--- src/risc5_pkg.sv ---
// RISC5 system bus definitions
// request struct, I/O slot numbers and memory map constants
`default_nettype none

package risc5_pkg;

  // --------------------
  // memory map
  // --------------------

  // upper address bits that select the I/O window
  // (top 64 bytes of the 24-bit space)
  localparam logic [17:0] IO_BASE_HI = 18'h3FFFF;

  // ram word address width, 4096 words
  localparam int RAM_AW = 12;

  // --------------------
  // device constants
  // --------------------

  // clk cycles per millisecond at 25 MHz
  localparam int TICKS_PER_MS = 25000;

  // board I/O field widths
  localparam int LED_W = 8;
  localparam int SW_W = 8;
  localparam int BTN_W = 4;

  // --------------------
  // bus types
  // --------------------

  // one cpu request, valid for a single cycle
  typedef struct packed {
    // byte address
    logic [23:0] adr;
    // read strobe
    logic rd;
    // write strobe
    logic wr;
    // byte access, lane from adr[1:0]
    logic ben;
    // write data, byte writes use bits 7..0
    logic [31:0] wdata;
  } cpu_req_t;

  // I/O slot number, taken from adr[5:2]
  // slots 2..15 are free
  typedef enum logic [3:0] {
    IO_TMR = 4'd0,
    IO_BIO = 4'd1
  } io_slot_t;

endpackage

`default_nettype wire

--- src/tmr.sv ---
// millisecond timer, I/O slot 0
// prescaler divides clk down to ms ticks, 32-bit tick count
`timescale 1ns/1ns
`default_nettype none

module tmr #(
  parameter int unsigned div = risc5_pkg::TICKS_PER_MS
) (
  input  logic        clk,
  input  logic        reset,
  output logic [31:0] rdata
);

  // prescaler, wide enough for any div
  logic [31:0] presc;

  // high in the last clk cycle of each ms
  logic ms_tick;

  // ms since reset
  logic [31:0] ms_cnt;

  // --------------------
  // prescaler
  // --------------------

  // counts 0 .. div-1 then starts over
  assign ms_tick = (presc == div - 1);

  always_ff @(posedge clk) begin
    if (reset) begin
      presc <= '0;
    end else if (ms_tick) begin
      presc <= '0;
    end else begin
      presc <= presc + 32'd1;
    end
  end

  // --------------------
  // ms counter
  // --------------------

  // bumps at the edge after presc shows div-1,
  // so the new value is readable one cycle later
  // wraps at the top of its range
  always_ff @(posedge clk) begin
    if (reset) begin
      ms_cnt <= '0;
    end else if (ms_tick) begin
      ms_cnt <= ms_cnt + 32'd1;
    end
  end

  // --------------------
  // read data
  // --------------------

  // slot gating is done in the top level
  assign rdata = ms_cnt;

endmodule

`default_nettype wire

--- config.mk ---
export PLATFORM = sky130hd
export DESIGN_NAME = tmr
export DESIGN_NICKNAME = d
export VERILOG_FILES = /design/src/risc5_pkg.sv /design/src/tmr.sv
export SDC_FILE = /design/constraint.sdc
export NUM_CORES = 1
export LEC_CHECK = 0
export BUFFER_PORTS_ARGS = -buffer_cell sky130_fd_sc_hd__buf_2
export CAP_MARGIN = 10
export CORE_MARGIN = 2
export CORE_UTILIZATION = 42
export CTS_CLUSTER_DIAMETER = 40
export DETAILED_ROUTE_END_ITERATION = 8
export HOLD_SLACK_MARGIN = 0.12
export PLACE_DENSITY = 0.64
export SYNTH_ARGS = -nofsm -noshare
export SYNTH_HDL_FRONTEND = slang
export SYNTH_SLANG_ARGS = --single-unit
--- constraint.sdc ---
create_clock -name clk -period 5.7 [get_ports clk]
set_clock_uncertainty 0.15 [all_clocks]
set_input_delay 0.285 -clock clk [delete_from_list [all_inputs] [get_ports clk]]
set_output_delay 0.285 -clock clk [all_outputs]
set_load 0.01 [all_outputs]
==> out/results.txt <==
NetSw = 0.179 mW
Data arrival time of the critical path = 2980 ps
Yosys warning count = 0
Clock-pin transition on the worst setup and hold timing paths = 70 ps
TritonRoute pass-1 iters = 4
Drt via density = 5.23
Proportion of total power due to net switching = 0.221
Proportion of power drawn by flip-flops and latches = 0.556
Cell area after placement = 0.00327 sq mm
Vias after detailed routing = 2550
Average detailed-routed wire length per instance = 12.8 um
# clock sinks = 64
Clock tree from TritonCTS = done
Final routed DRC violation total = 0
Filler Cells Inserted = 724
Run status = completed
Detailed placer's ending HPWL = 4180 um
Gate Count Post-Synth = 356
Nets = 389
Largest net degree at the start of global routing = 36
Remaining max-slew budget at the tightest pin = 0.482
Mean instance size in the synthesized netlist = 8.57 sq um
Fraction of layout instances using a drive strength above 1 = 0.149
Final Routed Wirelength = 6230 um
Hold_buf cts = 0
Post-route cell area = 0.00345 sq mm
Sequential area share after synthesis = 0.420
Final slew viol count = 0
Highest ir drop seen on vdd = 0.0000974 V
Count of instances resized after the clock tree is built = 0
PortBufs = 33
CTS root buf = clkbuf_8
Antenna violation net count after detailed routing = 0
Number of cells on the worst hold path = 2
Proportion of power drawn by combinational gates = 0.017
Sum of negative setup slack = 0 ps
Number of synthesized flops with an enable pin = 0
GR Overflow Total = 0
Setup repair bufs after CTS = 0
Unrepaired setup endpoints after global routing = no
Sequential cell area = 0.00128 sq mm
Pwr dens = 235 mW/mm^2
Floorplan die width = 89.2 um
Smallest hold slack = 295 ps
Deepest clock path buffer count = 2
Initial cell density of the core = 0.427
Number of global-route vias before repair = 2200
Count of pins on the block boundary = 34
Crit. End Element = flop
Final cycle utilization of the critical path = 0.502
Total routing resource utilization after global routing = 0.165
Ys flop type = dfxtp_1
Detailed Route Iter0 Violations = 164
Post-layout minimum cycle time = 2860 ps
Leakage power summed over all cells = 1.16 nW
Path depth of the worst reg2reg path = 5
Die outline height = 89.2 um
Antenna violations before repair = 0
Count of final setup violators = 0
Clock Latency Late Sink = 340 ps
CTS buffer count = 9
Site Rows = 31
Diode count = 0
Relative area change from synthesis to final layout = 13.0%
Most used cells in the layout excluding fill and tap cells = 64 x dfxtp_1, 53 x nor2_1, 34 x buf_2, 32 x xnor2_1, 21 x nand4_1
Placeable core area = 0.00714 sq mm
Net count of the mapped netlist = 360
Most common cell after layout, fill and taps aside = dfxtp_1
Class of the most critical setup path = flop to flop
GPL Wtd Cong = 0.823
Clock network fraction of total power = 0.426
Worst Path Required = 5820 ps
Wire length of the first global-routing pass = 10200 um
Pint = 0.631 mW
Max-cap viol count = 0
Startpoint type of the worst setup path = flop
Final hold violations = 0
Critical path fanouts, max = 19
Class of the tightest hold or removal check = input port to flop
Asr flop ratio synth = 0
Total area of multi-input combinational cells = 0.00166 sq mm
Number of register bits inferred by synthesis = 64
Maximum level of the CTS H-tree = 3
Library cells used by synthesis = 36
Die Footprint = 0.00796 sq mm
Synthesized cell area = 0.00305 sq mm
Transition at the pin with the smallest max-transition slack = 774 ps
Highest achievable clock rate = 0.350 GHz
-- power by group through the flow --
stage / Sequential, mW / Clock, mW / Combinational (mW)
6_report: 0.450 / 0.345 / 0.0141
5_1_grt: 0.450 / 0.374 / 0.0160
4_1_cts: 0.450 / 0.355 / 0.0143
3_5_place_dp: 0.460 / 0 / 0.0143
3_3_place_gp: 0.460 / 0 / 0.0140
2_1_floorplan: 0.460 / 0 / 0.0120
-- sequential cells by signal, summed over array words and instances, names as in the netlist --
| register | flops |
|---|---|
| rdata | 32 |
| presc | 32 |
-- per-stage QoR --
step           total power [mW]  std cells   util  worst slack [ps]
6_report                  0.809        488  0.483              2840
3_3_place_gp              0.474        472  0.458              2920
3_5_place_dp              0.475        472  0.458              2830
2_1_floorplan             0.472        356      -              3430
5_1_grt                   0.841        488  0.483              2570
4_1_cts                   0.819        487  0.482              2810
-- cells in the mapped netlist (2+ instances only) --
| cell | n | area (sq um) |
|---|---|---|
| nand3_1 | 19 | 95.1 |
| xnor2_1 | 32 | 280 |
| a21oi_1 | 17 | 85.1 |
| nor4_1 | 17 | 106 |
| or4_1 | 3 | 22.5 |
| o31ai_1 | 2 | 15.0 |
| clkbuf_1 | 13 | 48.8 |
| nor3_1 | 7 | 35.0 |
| nor2_1 | 53 | 199 |
| buf_2 | 2 | 10.0 |
| nand2_1 | 17 | 63.8 |
| inv_1 | 9 | 33.8 |
| and4_1 | 5 | 43.8 |
| nor4_2 | 3 | 37.5 |
| o21ai_0 | 14 | 70.1 |
| and2_1 | 5 | 31.3 |
| xor2_1 | 12 | 105 |
| nor4b_4 | 2 | 47.6 |
| dfxtp_1 | 64 | 1280 |
| and3_1 | 7 | 43.8 |
| nand4_1 | 21 | 131 |
| or3_1 | 17 | 106 |
| ha_1 | 2 | 25.0 |
-- critical path, stage by stage (launching register included) --
cell and delay (ps):
dfxtp_1 340, nor4_1 290, nand4_1 670, or4b_1 850
or3_1 350, a21oi_1 150
-- path summary, 6_finish.rpt --
| check | startpoint | endpoint | slack [ps] |
|---|---|---|---|
| worst min register to register | presc[0] | presc[0] | 300 |
| worst min-delay path | reset | rdata[11] | 300 |
| worst max-delay path | presc[20] | rdata[26] | 2840 |
| worst max register to register | presc[20] | rdata[26] | 2840 |
-- final cells by class --
cell class,count,share of cell area
multi-input combinational,267,0.483
sequential,64,0.372
timing repair buffer,34,0.0494
clock buffer,12,0.0450
tap,99,0.0359
inverter,9,0.00980
clock inverter,3,0.00508
-- metal layers --
layer	part of all wire	track usage
met1	0.51	0.225
met3	0.032	0.0416
met2	0.45	0.241
met5	0	0
met4	0.013	0.0828
-- logic make-up after synthesis --
| logic type | after synthesis | synth area share |
|---|---|---|
| and+or+nand+nor | 186 | 0.349 |
| AOI/OAI and AO/OA | 34 | 0.0587 |
| buffers and inverters | 25 | 0.0341 |
| adders and majority gates | 2 | 0.00821 |
| DFF | 64 | 0.420 |
| muxes | 1 | 0.00369 |
| xor gates and xnor gates | 44 | 0.126 |
No activity file was read; power rests on OpenSTA's default activity.
