$ cat src/risc5_pkg.sv
// RISC5 system bus definitions
// request struct, I/O slot numbers and memory map constants
`default_nettype none

package risc5_pkg;

  // --------------------
  // memory map
  // --------------------

  // upper address bits that select the I/O window
  // (top 64 bytes of the 24-bit space)
  localparam logic [17:0] IO_BASE_HI = 18'h3FFFF;

  // ram word address width, 4096 words
  localparam int RAM_AW = 12;

  // --------------------
  // device constants
  // --------------------

  // clk cycles per millisecond at 25 MHz
  localparam int TICKS_PER_MS = 25000;

  // board I/O field widths
  localparam int LED_W = 8;
  localparam int SW_W = 8;
  localparam int BTN_W = 4;

  // --------------------
  // bus types
  // --------------------

  // one cpu request, valid for a single cycle
  typedef struct packed {
    // byte address
    logic [23:0] adr;
    // read strobe
    logic rd;
    // write strobe
    logic wr;
    // byte access, lane from adr[1:0]
    logic ben;
    // write data, byte writes use bits 7..0
    logic [31:0] wdata;
  } cpu_req_t;

  // I/O slot number, taken from adr[5:2]
  // slots 2..15 are free
  typedef enum logic [3:0] {
    IO_TMR = 4'd0,
    IO_BIO = 4'd1
  } io_slot_t;

endpackage

`default_nettype wire

$ cat src/bio.sv
// board I/O, I/O slot 1
// LED register plus synchronized switch and button inputs
`timescale 1ns/1ns
`default_nettype none

module bio (
  input  logic                        clk,
  input  logic                        reset,
  input  logic                        en,
  input  logic                        wr,
  input  logic [risc5_pkg::LED_W-1:0] wdata,
  output logic [31:0]                 rdata,
  output logic [risc5_pkg::LED_W-1:0] led,
  input  logic [risc5_pkg::SW_W-1:0]  sw,
  input  logic [risc5_pkg::BTN_W-1:0] btn
);

  import risc5_pkg::*;

  // synchronizer stages
  logic [SW_W-1:0] sw_s1;
  logic [SW_W-1:0] sw_s2;
  logic [BTN_W-1:0] btn_s1;
  logic [BTN_W-1:0] btn_s2;

  // --------------------
  // led register
  // --------------------

  // loads on a write to this slot
  // visible on the pins one cycle later
  always_ff @(posedge clk) begin
    if (reset) begin
      led <= '0;
    end else if (en && wr) begin
      led <= wdata;
    end
  end

  // --------------------
  // input synchronizers
  // --------------------

  // two flops per pin, pins are asynchronous
  always_ff @(posedge clk) begin
    if (reset) begin
      sw_s1 <= '0;
      sw_s2 <= '0;
      btn_s1 <= '0;
      btn_s2 <= '0;
    end else begin
      sw_s1 <= sw;
      sw_s2 <= sw_s1;
      btn_s1 <= btn;
      btn_s2 <= btn_s1;
    end
  end

  // --------------------
  // read data
  // --------------------

  // switches in 11..4, buttons in 3..0
  assign rdata = {{(32 - SW_W - BTN_W){1'b0}}, sw_s2, btn_s2};

endmodule

`default_nettype wire

$ cat config.mk
export PLATFORM = sky130hd
export DESIGN_NAME = bio
export DESIGN_NICKNAME = d
export VERILOG_FILES = /design/src/risc5_pkg.sv /design/src/bio.sv
export SDC_FILE = /design/constraint.sdc
export NUM_CORES = 1
export LEC_CHECK = 0
export BUFFER_PORTS_ARGS = -buffer_cell sky130_fd_sc_hd__buf_2
export CAP_MARGIN = 20
export CORE_MARGIN = 8
export CORE_UTILIZATION = 43
export CTS_CLUSTER_DIAMETER = 150
export DETAILED_ROUTE_END_ITERATION = 16
export PLACE_DENSITY = 0.88
export SYNTH_ARGS = -nofsm -noshare
export SYNTH_HDL_FRONTEND = slang
export SYNTH_SLANG_ARGS = --single-unit
$ cat constraint.sdc
create_clock -name clk -period 1.1 [get_ports clk]
set_clock_uncertainty 0.15 [all_clocks]
set_input_delay 0.055 -clock clk [delete_from_list [all_inputs] [get_ports clk]]
set_output_delay 0.055 -clock clk [all_outputs]
set_load 0.1 [all_outputs]
==> results of run 1 <==
## power by group through the flow
stage | Clock, mW | Combinational (mW) | Sequential [mW]
3_3_place_gp | 0 | 0.777 | 1.26
3_5_place_dp | 0 | 0.787 | 1.27
2_1_floorplan | 0 | 0.445 | 1.47
6_report | 0.772 | 0.870 | 1.24
4_1_cts | 0.777 | 0.849 | 1.24
5_1_grt | 0.839 | 0.896 | 1.25
## critical path, delay by kind of cell
kind	cells	cell delay [ns]
AOI/OAI and AO/OA	2	0.39
buffers and inverters	2	0.76
## layout make-up
cell class,count,area share (%)
Tap cell,31,1.95
Timing Repair Buffer,69,39.6
Sequential cell,32,34.6
Clock buffer,7,3.34
Clock inverter,1,0.252
Multi-Input combinational cell,68,20.3
## metal layers
layer	track usage (%)	vias up
met3	4.42	6
met4	7.16	0
met1	12.5	416
li1	-	440
met5	0	-
met2	22.7	47
## state kept, by name, indices dropped and copies added (netlist names)
signal / count
btn_s2: 4
led: 8
sw_s1: 8
sw_s2: 8
btn_s1: 4
## kinds of logic (layout without fill, tap and decap cells)
kind of cell    count (synthesis)  count (layout)  synth area share (%)
simple gates                   32              32                  17.0
other cells                     1              20                 0.319
compound gates                 16              16                  10.8
flops                          32              32                  54.4
buf+inv                        27              77                  17.4
## final timing paths
kind | slack [ns] | to
hold / removal | 0.002 | sw_s2[2]$_SDFF_PP0_
setup reg to reg | 0.01 | led[0]$_SDFFE_PP0P_
setup / recovery | -0.01 | led[0]$_SDFFE_PP0P_
hold reg to reg | 0.28 | btn_s2[0]$_SDFF_PP0_
## what timing repair did
action / 4_1_cts / 5_1_grt
hold buffers: 22 / 1
gates resized for setup: 0 / 3
setup endpoints to repair: 0 / 4
hold endpoints to repair: 24 / 1
setup buffers: 0 / 2
## stage by stage
step / hold slack (ns) / utilization (%) / instance area [sq um]
after floorplan: -0.0308 / - / 1290
after global placement: 0.112 / 61.9 / 1660
after detailed placement: 0.119 / 61.9 / 1660
after CTS: -0.0141 / 72.8 / 1950
after global routing: 0.0210 / 73.9 / 1980
final: 0.00203 / 73.9 / 1980
## layout by cell type, fill, tap and decap left out, drive strengths merged
| master | n |
|---|---|
| and2b | 8 |
| a21oi | 8 |
| buf | 45 |
| nor2b | 16 |
| nand3 | 8 |
| clkbuf | 8 |
| clkinv | 1 |
| dlygate4sd3 | 23 |
| dfxtp | 32 |
| conb | 20 |
| a21bo | 8 |
==> flow_summary.toml, run 1 <==
[status]
status = "finished, violations left"
failed_checks = "setup timing"

[synthesis]
synth_enable_flop_cells = 0
synthCells = 108
yosysTopAreaCell = "dfxtp_1"
synth_cell_types = 14
yosysMostFrequentCell = "dfxtp_1"
yosysTopAreaCellShare_pct = 54.4
synth.cell_area_sq_um = 1180
async_reset_ff_share_pct = 0
synth-warning-count = 0
syn_avg_cell_area_sq_um = 10.9
yosysSeqAreaShare_pct = 54.4
synth_area_leaders = "dfxtp_1 (54%), buf_4 (13%), nor2b_1 (8.5%)"
synth_ff_type = "dfxtp_1"
synth_seq_cells = 32
netlist_top_cells_count = "dfxtp_1 (32), buf_4 (20), nor2b_1 (16)"

[timing]
finalSetupTns_ns = -0.0158
layout_min_cycle_time_ns = 1.11
fmax_mhz = 900
hold_viol_final = 0
setup_violations = 2
fin_ws_ns = -0.0109
drv_slew = 0
finalCritPeriodShare_pct = 101

[place]
pre_cts_slack_ns = 0.167
hpwl_um = 1920
gp_congestion = 0.720
placed_cells = 175
io_buffers = 43

[floorplan]
chipWidth_um = 68.3
fp.dieH_um = 68.3
dieArea_sq_um = 4670
ios = 64
initial_core_util_pct = 43.8
fp-row-count = 19
coreArea_sq_um = 2690

[setup_path]
cp_cell_sequence = "dlygate4sd3_1, clkbuf_4, a21bo_2, a21oi_1"
r2r-start = "led[0]$_SDFFE_PP0P_"
r2r_cells = 3
critical_path_class = "input pin to register"
critPathArrivalTime_ns = 1.21
critical_path.max_fanout = 16
cp.required_ns = 1.20
critPathLaunch = "wr"
worst_path_largest_cell_delay_ns = 0.54
cp-start-kind = "input pin"
slowest_stage = "dlygate4sd3_1"
cp-end-kind = "register"

[routing]
wl_met1_um = 1220
totalWireLength_um = 3170
drt_pass1_iterations = 5
routed-wl-met2_um = 1640
final_antenna_net_count = 0
vias = 909
drt_iter0_drc = 41
vias_per_cell = 4.37
post_drt_wl_per_cell_um = 15.2
wl_met3_um = 218
highest_layer = "met4"
drc = 0

[power_and_ir_drop]
leakage_nw = 0.886
finalPower_mw = 2.88
powerDensity_nw_per_um2 = 1450
switching_power_mw = 1.04
seqPwrFrac_pct = 43.0
p_comb_share_pct = 30.2
internal_power_mw = 1.84
peakVddDrop_uv = 1240
p_clk_share_pct = 26.8
swShare_pct = 36.0

[global_route]
grtUsageTotal_pct = 12.7
grt_max_degree = 26
grt_pass1_vias = 925
grt_pass1_wl_um = 4330
gr-total-overflow = 0
grt_antenna_before_repair = 0

[final_layout]
instances_no_fill = 208
n_antenna_cell = 0
multi_input_area_sq_um = 403
regArea_sq_um = 686
drive_gt1_share_pct = 45.8
num-nets-final = 200
fillers = 152
layout-area-overhead-vs-synth_pct = 68.5

[run]
cap_violations = 0

[clock_network]
cts_tree = "built"
clock_sinks = 32
clk_latency_ns = 0.32
cts_root_buf = "clkbuf_4"
cts_made_buffers = 5
clockBufferDepth = 2
clkTransAtPathRegs_ns = 0.11
cts-htree-levels = 2

[min_path]
hp-start = "reset"
hp-class = "input pin to register"
hold_depth = 2
No activity file was read; power rests on OpenSTA's default activity.
==> run 2: changes to the inputs <==
CTS_CLUSTER_SIZE = 12   (was not set)
HOLD_SLACK_MARGIN = 0.02   (was not set)
SLEW_MARGIN = 20   (was not set)
==> run 2 against run 1 <==
- the flow finishes with violations (hold timing)
- cell area decreased by 1.3%
- via count decreased by 3.4%
- setup slack improved by 0.045 ns
- power decreased by 1.3%
- non-clock buffer count decreased by 3
- critical path type unchanged
- hold slack got worse by 0.0055 ns
- utilization decreased by 0.93 points
- wire length decreased by 9.0%
==> flow_summary.toml, run 2 (same netlist as run 1, synthesis figures left out) <==
[status]
status = "finished, violations left"
failed_checks = "hold timing"

[power_and_ir_drop]
peakVddDrop_uv = 1110
powerDensity_nw_per_um2 = 1450
leakage_nw = 0.871

[floorplan]
fp-row-count = 19
fp.dieH_um = 68.3
chipWidth_um = 68.3
coreArea_sq_um = 2690
ios = 64
dieArea_sq_um = 4670
initial_core_util_pct = 43.8

[setup_path]
critical_path.max_fanout = 16
cp_cell_sequence = "dlygate4sd3_1, buf_4, a21bo_2, a21oi_1"
crit_buf_inv = 2
crit_family = "buffers and inverters"
slowest_stage = "dlygate4sd3_1"
cp.required_ns = 1.19
critical_path_class = "input pin to register"
cp-start-kind = "input pin"
critPathArrivalTime_ns = 1.15
worst_path_largest_cell_delay_ns = 0.54
cp-end-kind = "register"

[final_layout]
drive_gt1_share_pct = 45.4
layout-area-overhead-vs-synth_pct = 66.4
num-nets-final = 197
layout_commonest_cell = "dlygate4sd3_1"
final_area_sq_um = 1960
largestRegisters = "led (8), sw_s1 (8), sw_s2 (8)"
n_antenna_cell = 0
layout_common_cells = "dlygate4sd3_1 (22), buf_2 (21), buf_12 (21)"

[timing]
fmax_mhz = 938
rsz0062_at_grt = "false"
layout_min_cycle_time_ns = 1.07
fin_ws_ns = 0.0340
hold_slack_ns = -0.00347
drv_slew = 0
setup_violations = 0
finalCritPeriodShare_pct = 96.9
hold_viol_final = 4

[global_route]
gr-total-overflow = 0
grt_pass1_wl_um = 4320
grt.met2_usage_pct = 22.7
use_met1_pct = 12.5
gr-usage-met3_pct = 3.44
grt_max_degree = 26
busiest_layer = "met2"
grt_pass1_vias = 931
grtUsageTotal_pct = 12.6
grt_antenna_before_repair = 0

[place]
hpwl_um = 1920
dpl_cell_area_sq_um = 1660
gp_congestion = 0.720
io_buffers = 43
pre_cts_slack_ns = 0.167

[clock_network]
postCtsSetupBuffers = 0
clockBufferDepth = 2
cts-htree-levels = 2
clk_latency_ns = 0.31
clock_sinks = 32
clkTransAtPathRegs_ns = 0.09
cts_made_buffers = 5
cts_tree = "built"
postCtsHoldBufs = 22
cts_root_buf = "clkbuf_4"

[routing]
drt_pass1_iterations = 4
drt_iter0_drc = 24
totalWireLength_um = 2880
post_drt_wl_per_cell_um = 14.0
final_antenna_net_count = 0
vias_per_cell = 4.28
vias = 878
drc = 0

[min_path]
hp-class = "input pin to register"

[run]
cap_violations = 0
## run 2: cell count changes in the layout (fill, tap and decap cells not counted), sizes merged
cell	change
buf	-1
dlygate4sd3	-1
clkbuf	-1
## run 2: per-stage QoR
step / instances / hold slack (ns) / utilization [%] / TNS [ns] / total power, mW
after floorplan: 127 / -0.0308 / - / -0.00200 / 1.92
after global placement: 175 / 0.112 / 61.9 / 0 / 2.04
after detailed placement: 175 / 0.119 / 61.9 / 0 / 2.05
after CTS: 205 / -0.0141 / 72.8 / 0 / 2.87
after global routing: 205 / 0.00573 / 72.9 / 0 / 2.95
final: 205 / -0.00347 / 72.9 / 0 / 2.84
## run 2: worst paths after layout
| check | slack [ns] | endpoint | depth (start not counted) | from |
|---|---|---|---|---|
| worst min-delay path | -0.003 | sw_s2[2]$_SDFF_PP0_ | 2 | reset |
| worst max register to register | 0.15 | led[0]$_SDFFE_PP0P_ | 2 | led[0]$_SDFFE_PP0P_ |
| worst min register to register | 0.29 | btn_s2[0]$_SDFF_PP0_ | 1 | btn_s1[0]$_SDFF_PP0_ |
| worst max-delay path | 0.03 | led[1]$_SDFFE_PP0P_ | 4 | en |
## run 2: worst register-to-register path: cells and delay by family (launching register included)
family / cells / cell delay (ns)
flops: 1 / 0.37
compound gates: 2 / 0.36
## run 2: power by group
group / leakage [nW] / internal, mW / switching (mW) / total (mW)
Sequential: 0.275 / 1.21 / 0.0331 / 1.24
Combinational: 0.556 / 0.246 / 0.612 / 0.858
Clock: 0.0404 / 0.385 / 0.362 / 0.747
Total: 0.871 / 1.84 / 1.01 / 2.84
## run 2: layout make-up
cell class | count | area, sq um
sequential | 32 | 686
timing repair buffer | 66 | 761
multi-input combinational | 68 | 403
clock buffer | 7 | 66.3
fill | 159 | 727
clock inverter | 1 | 5.00
tap | 31 | 38.8
## run 2: layer usage
metal | vias up | wire [um]
li1 | 434 | -
met1 | 391 | 1070
met2 | 47 | 1510
met3 | 6 | 226
met4 | 0 | 71
met5 | - | 0
## run 2: timing repair
item                                    in CTS  in global routing
resized for setup                            0                  4
endpoints found under the setup margin       0                  4
endpoints found under the hold margin       27                  4
==> run 3: changes to the inputs <==
BUFFER_PORTS_ARGS = -buffer_cell sky130_fd_sc_hd__buf_4   (was -buffer_cell sky130_fd_sc_hd__buf_2)
==> run 3 against run 2 <==
- the flow finishes with violations (setup timing)
- cell count increased by 0.98%
- maximum frequency decreased by 4.5%
- highest routed layer unchanged
- sequential share of layout area decreased by 1.1 points
- largest cell class unchanged
- power increased by 3.1%
- register-to-register slack got worse by 0.14 ns
- via count increased by 6.6%
==> flow_summary.toml, run 3 (same netlist as run 1, synthesis figures left out) <==
[timing]
hold_slack_ns = 0.294
rsz0062_at_grt = "true"
fmax_mhz = 896
drv_slew = 0
hold_viol_final = 0
finalCritPeriodShare_pct = 101
setup_violations = 2
layout_min_cycle_time_ns = 1.12
fin_ws_ns = -0.0161

[setup_path]
cp.required_ns = 1.21
critPathArrivalTime_ns = 1.23
r2r-start = "led[0]$_SDFFE_PP0P_"
r2r-end = "led[0]$_SDFFE_PP0P_"
cp-start-kind = "input pin"
cp-end-kind = "register"
r2r_cells = 3
critical_path.max_fanout = 16
r2r_setup_slack_ns = 0.01
critical_path_class = "input pin to register"

[clock_network]
clock_sinks = 32
cts_made_buffers = 5
clk_latency_ns = 0.33
cts-htree-levels = 2
cts_root_buf = "clkbuf_4"
clkTransAtPathRegs_ns = 0.11
clockBufferDepth = 2
cts_tree = "built"

[global_route]
gr-total-overflow = 0
grtUsageTotal_pct = 15.0
grt_antenna_before_repair = 0
grt_max_degree = 33
grt_pass1_wl_um = 4950
grt_pass1_vias = 1004

[run]
cap_violations = 0

[final_layout]
layout-area-overhead-vs-synth_pct = 71.6
final_area_sq_um = 2020
regArea_sq_um = 686
n_antenna_cell = 0
num-nets-final = 199
drive_gt1_share_pct = 46.0
multi_input_area_sq_um = 407
instances_no_fill = 207
layout_commonest_cell = "buf_4"
largestRegisters = "led (8), sw_s1 (8), sw_s2 (8)"
layout_common_cells = "buf_4 (25), dlygate4sd3_1 (23), conb_1 (20), buf_12 (20), nor2b_1 (16)"
fillers = 144

[routing]
final_antenna_net_count = 0
totalWireLength_um = 3600
vias = 936
drt_pass1_iterations = 4
drc = 0
post_drt_wl_per_cell_um = 17.4
vias_per_cell = 4.52
drt_iter0_drc = 56

[power_and_ir_drop]
leakage_nw = 0.895
switching_power_mw = 1.07
seqPwrFrac_pct = 42.4
p_comb_share_pct = 30.4
finalPower_mw = 2.93
internal_power_mw = 1.86
swShare_pct = 36.6
peakVddDrop_uv = 1150
powerDensity_nw_per_um2 = 1450
p_clk_share_pct = 27.2

[place]
dpl_cell_area_sq_um = 1450
gp_congestion = 0.727
io_buffers = 43
hpwl_um = 1690
placed_cells = 174

[min_path]
hold_path_end = "sw_s2[4]$_SDFF_PP0_"
hold_depth = 1
hp-class = "register to register"
hp-start = "sw_s1[4]$_SDFF_PP0_"

[floorplan]
ios = 64
chipWidth_um = 68.3
fp-row-count = 19
fp.dieH_um = 68.3
coreArea_sq_um = 2690
dieArea_sq_um = 4670
initial_core_util_pct = 43.8

[status]
failed_checks = "setup timing"
status = "finished, violations left"
## run 3: changes by cell type in the layout (fill, tap and decap cells not counted), sizes merged
cell	delta
buf	+1
dlygate4sd3	+1
## run 3: how the worst max path moves through the flow
stage | startpoint | to | slack [ns] | cells past startpoint
final | wr | led[0]$_SDFFE_PP0P_ | -0.02 | 4
after global placement | led[0]$_SDFFE_PP0P_ | led[0]$_SDFFE_PP0P_ | 0.24 | 2
after detailed placement | led[1]$_SDFFE_PP0P_ | led[1]$_SDFFE_PP0P_ | 0.20 | 2
after floorplan | led[0]$_SDFFE_PP0P_ | led[0]$_SDFFE_PP0P_ | -0.002 | 2
after CTS | sw_s2[1]$_SDFF_PP0_ | rdata[5] | 0.00002 | 1
after global routing | wr | led[6]$_SDFFE_PP0P_ | -0.02 | 4
## run 3: layout make-up
type,instances,area share [%]
Sequential cell,32,33.9
Clock inverter,1,0.248
Timing Repair Buffer,68,40.5
Tap cell,31,1.92
Multi-Input combinational cell,68,20.1
Clock buffer,7,3.28
## run 3: power by group through the flow
| stage | Combinational [mW] | Sequential [mW] | Clock, mW |
|---|---|---|---|
| after floorplan | 0.445 | 1.47 | 0 |
| after global placement | 0.717 | 1.24 | 0 |
| after detailed placement | 0.724 | 1.25 | 0 |
| after CTS | 0.832 | 1.23 | 0.796 |
| after global routing | 0.919 | 1.25 | 0.873 |
| final | 0.890 | 1.24 | 0.798 |
## run 3: metrics by stage
step | setup TNS (ns) | worst slack (ns) | util (%)
5_1_grt | -0.266 | -0.0220 | 75.2
6_report | -0.0214 | -0.0161 | 75.2
4_1_cts | 0 | 0.0000204 | 70.5
3_5_place_dp | 0 | 0.201 | 54.0
3_3_place_gp | 0 | 0.237 | 54.0
2_1_floorplan | -0.00200 | -0.00200 | -
## run 3: routing by layer
metal / up-vias / track usage [%] / part of all wire [%]
met5: - / 0 / 0
met4: 0 / 9.21 / 3.6
met3: 13 / 5.73 / 7.8
met2: 58 / 27.2 / 53
met1: 432 / 14.0 / 36
li1: 433 / - / -
## run 3: what timing repair did
action | in CTS | in global routing
gates resized for setup | 36 | 25
hold buffers | 23 | 0
buffers inserted | 0 | 2
endpoints found under the setup margin | 20 | 21
hold endpoints to repair | 28 | 0
## run 3: worst max-delay path, cell delays in order
cell	delay (ns)
dlygate4sd3_1	0.58
buf_4	0.21
a21bo_2	0.21
a21oi_1	0.17
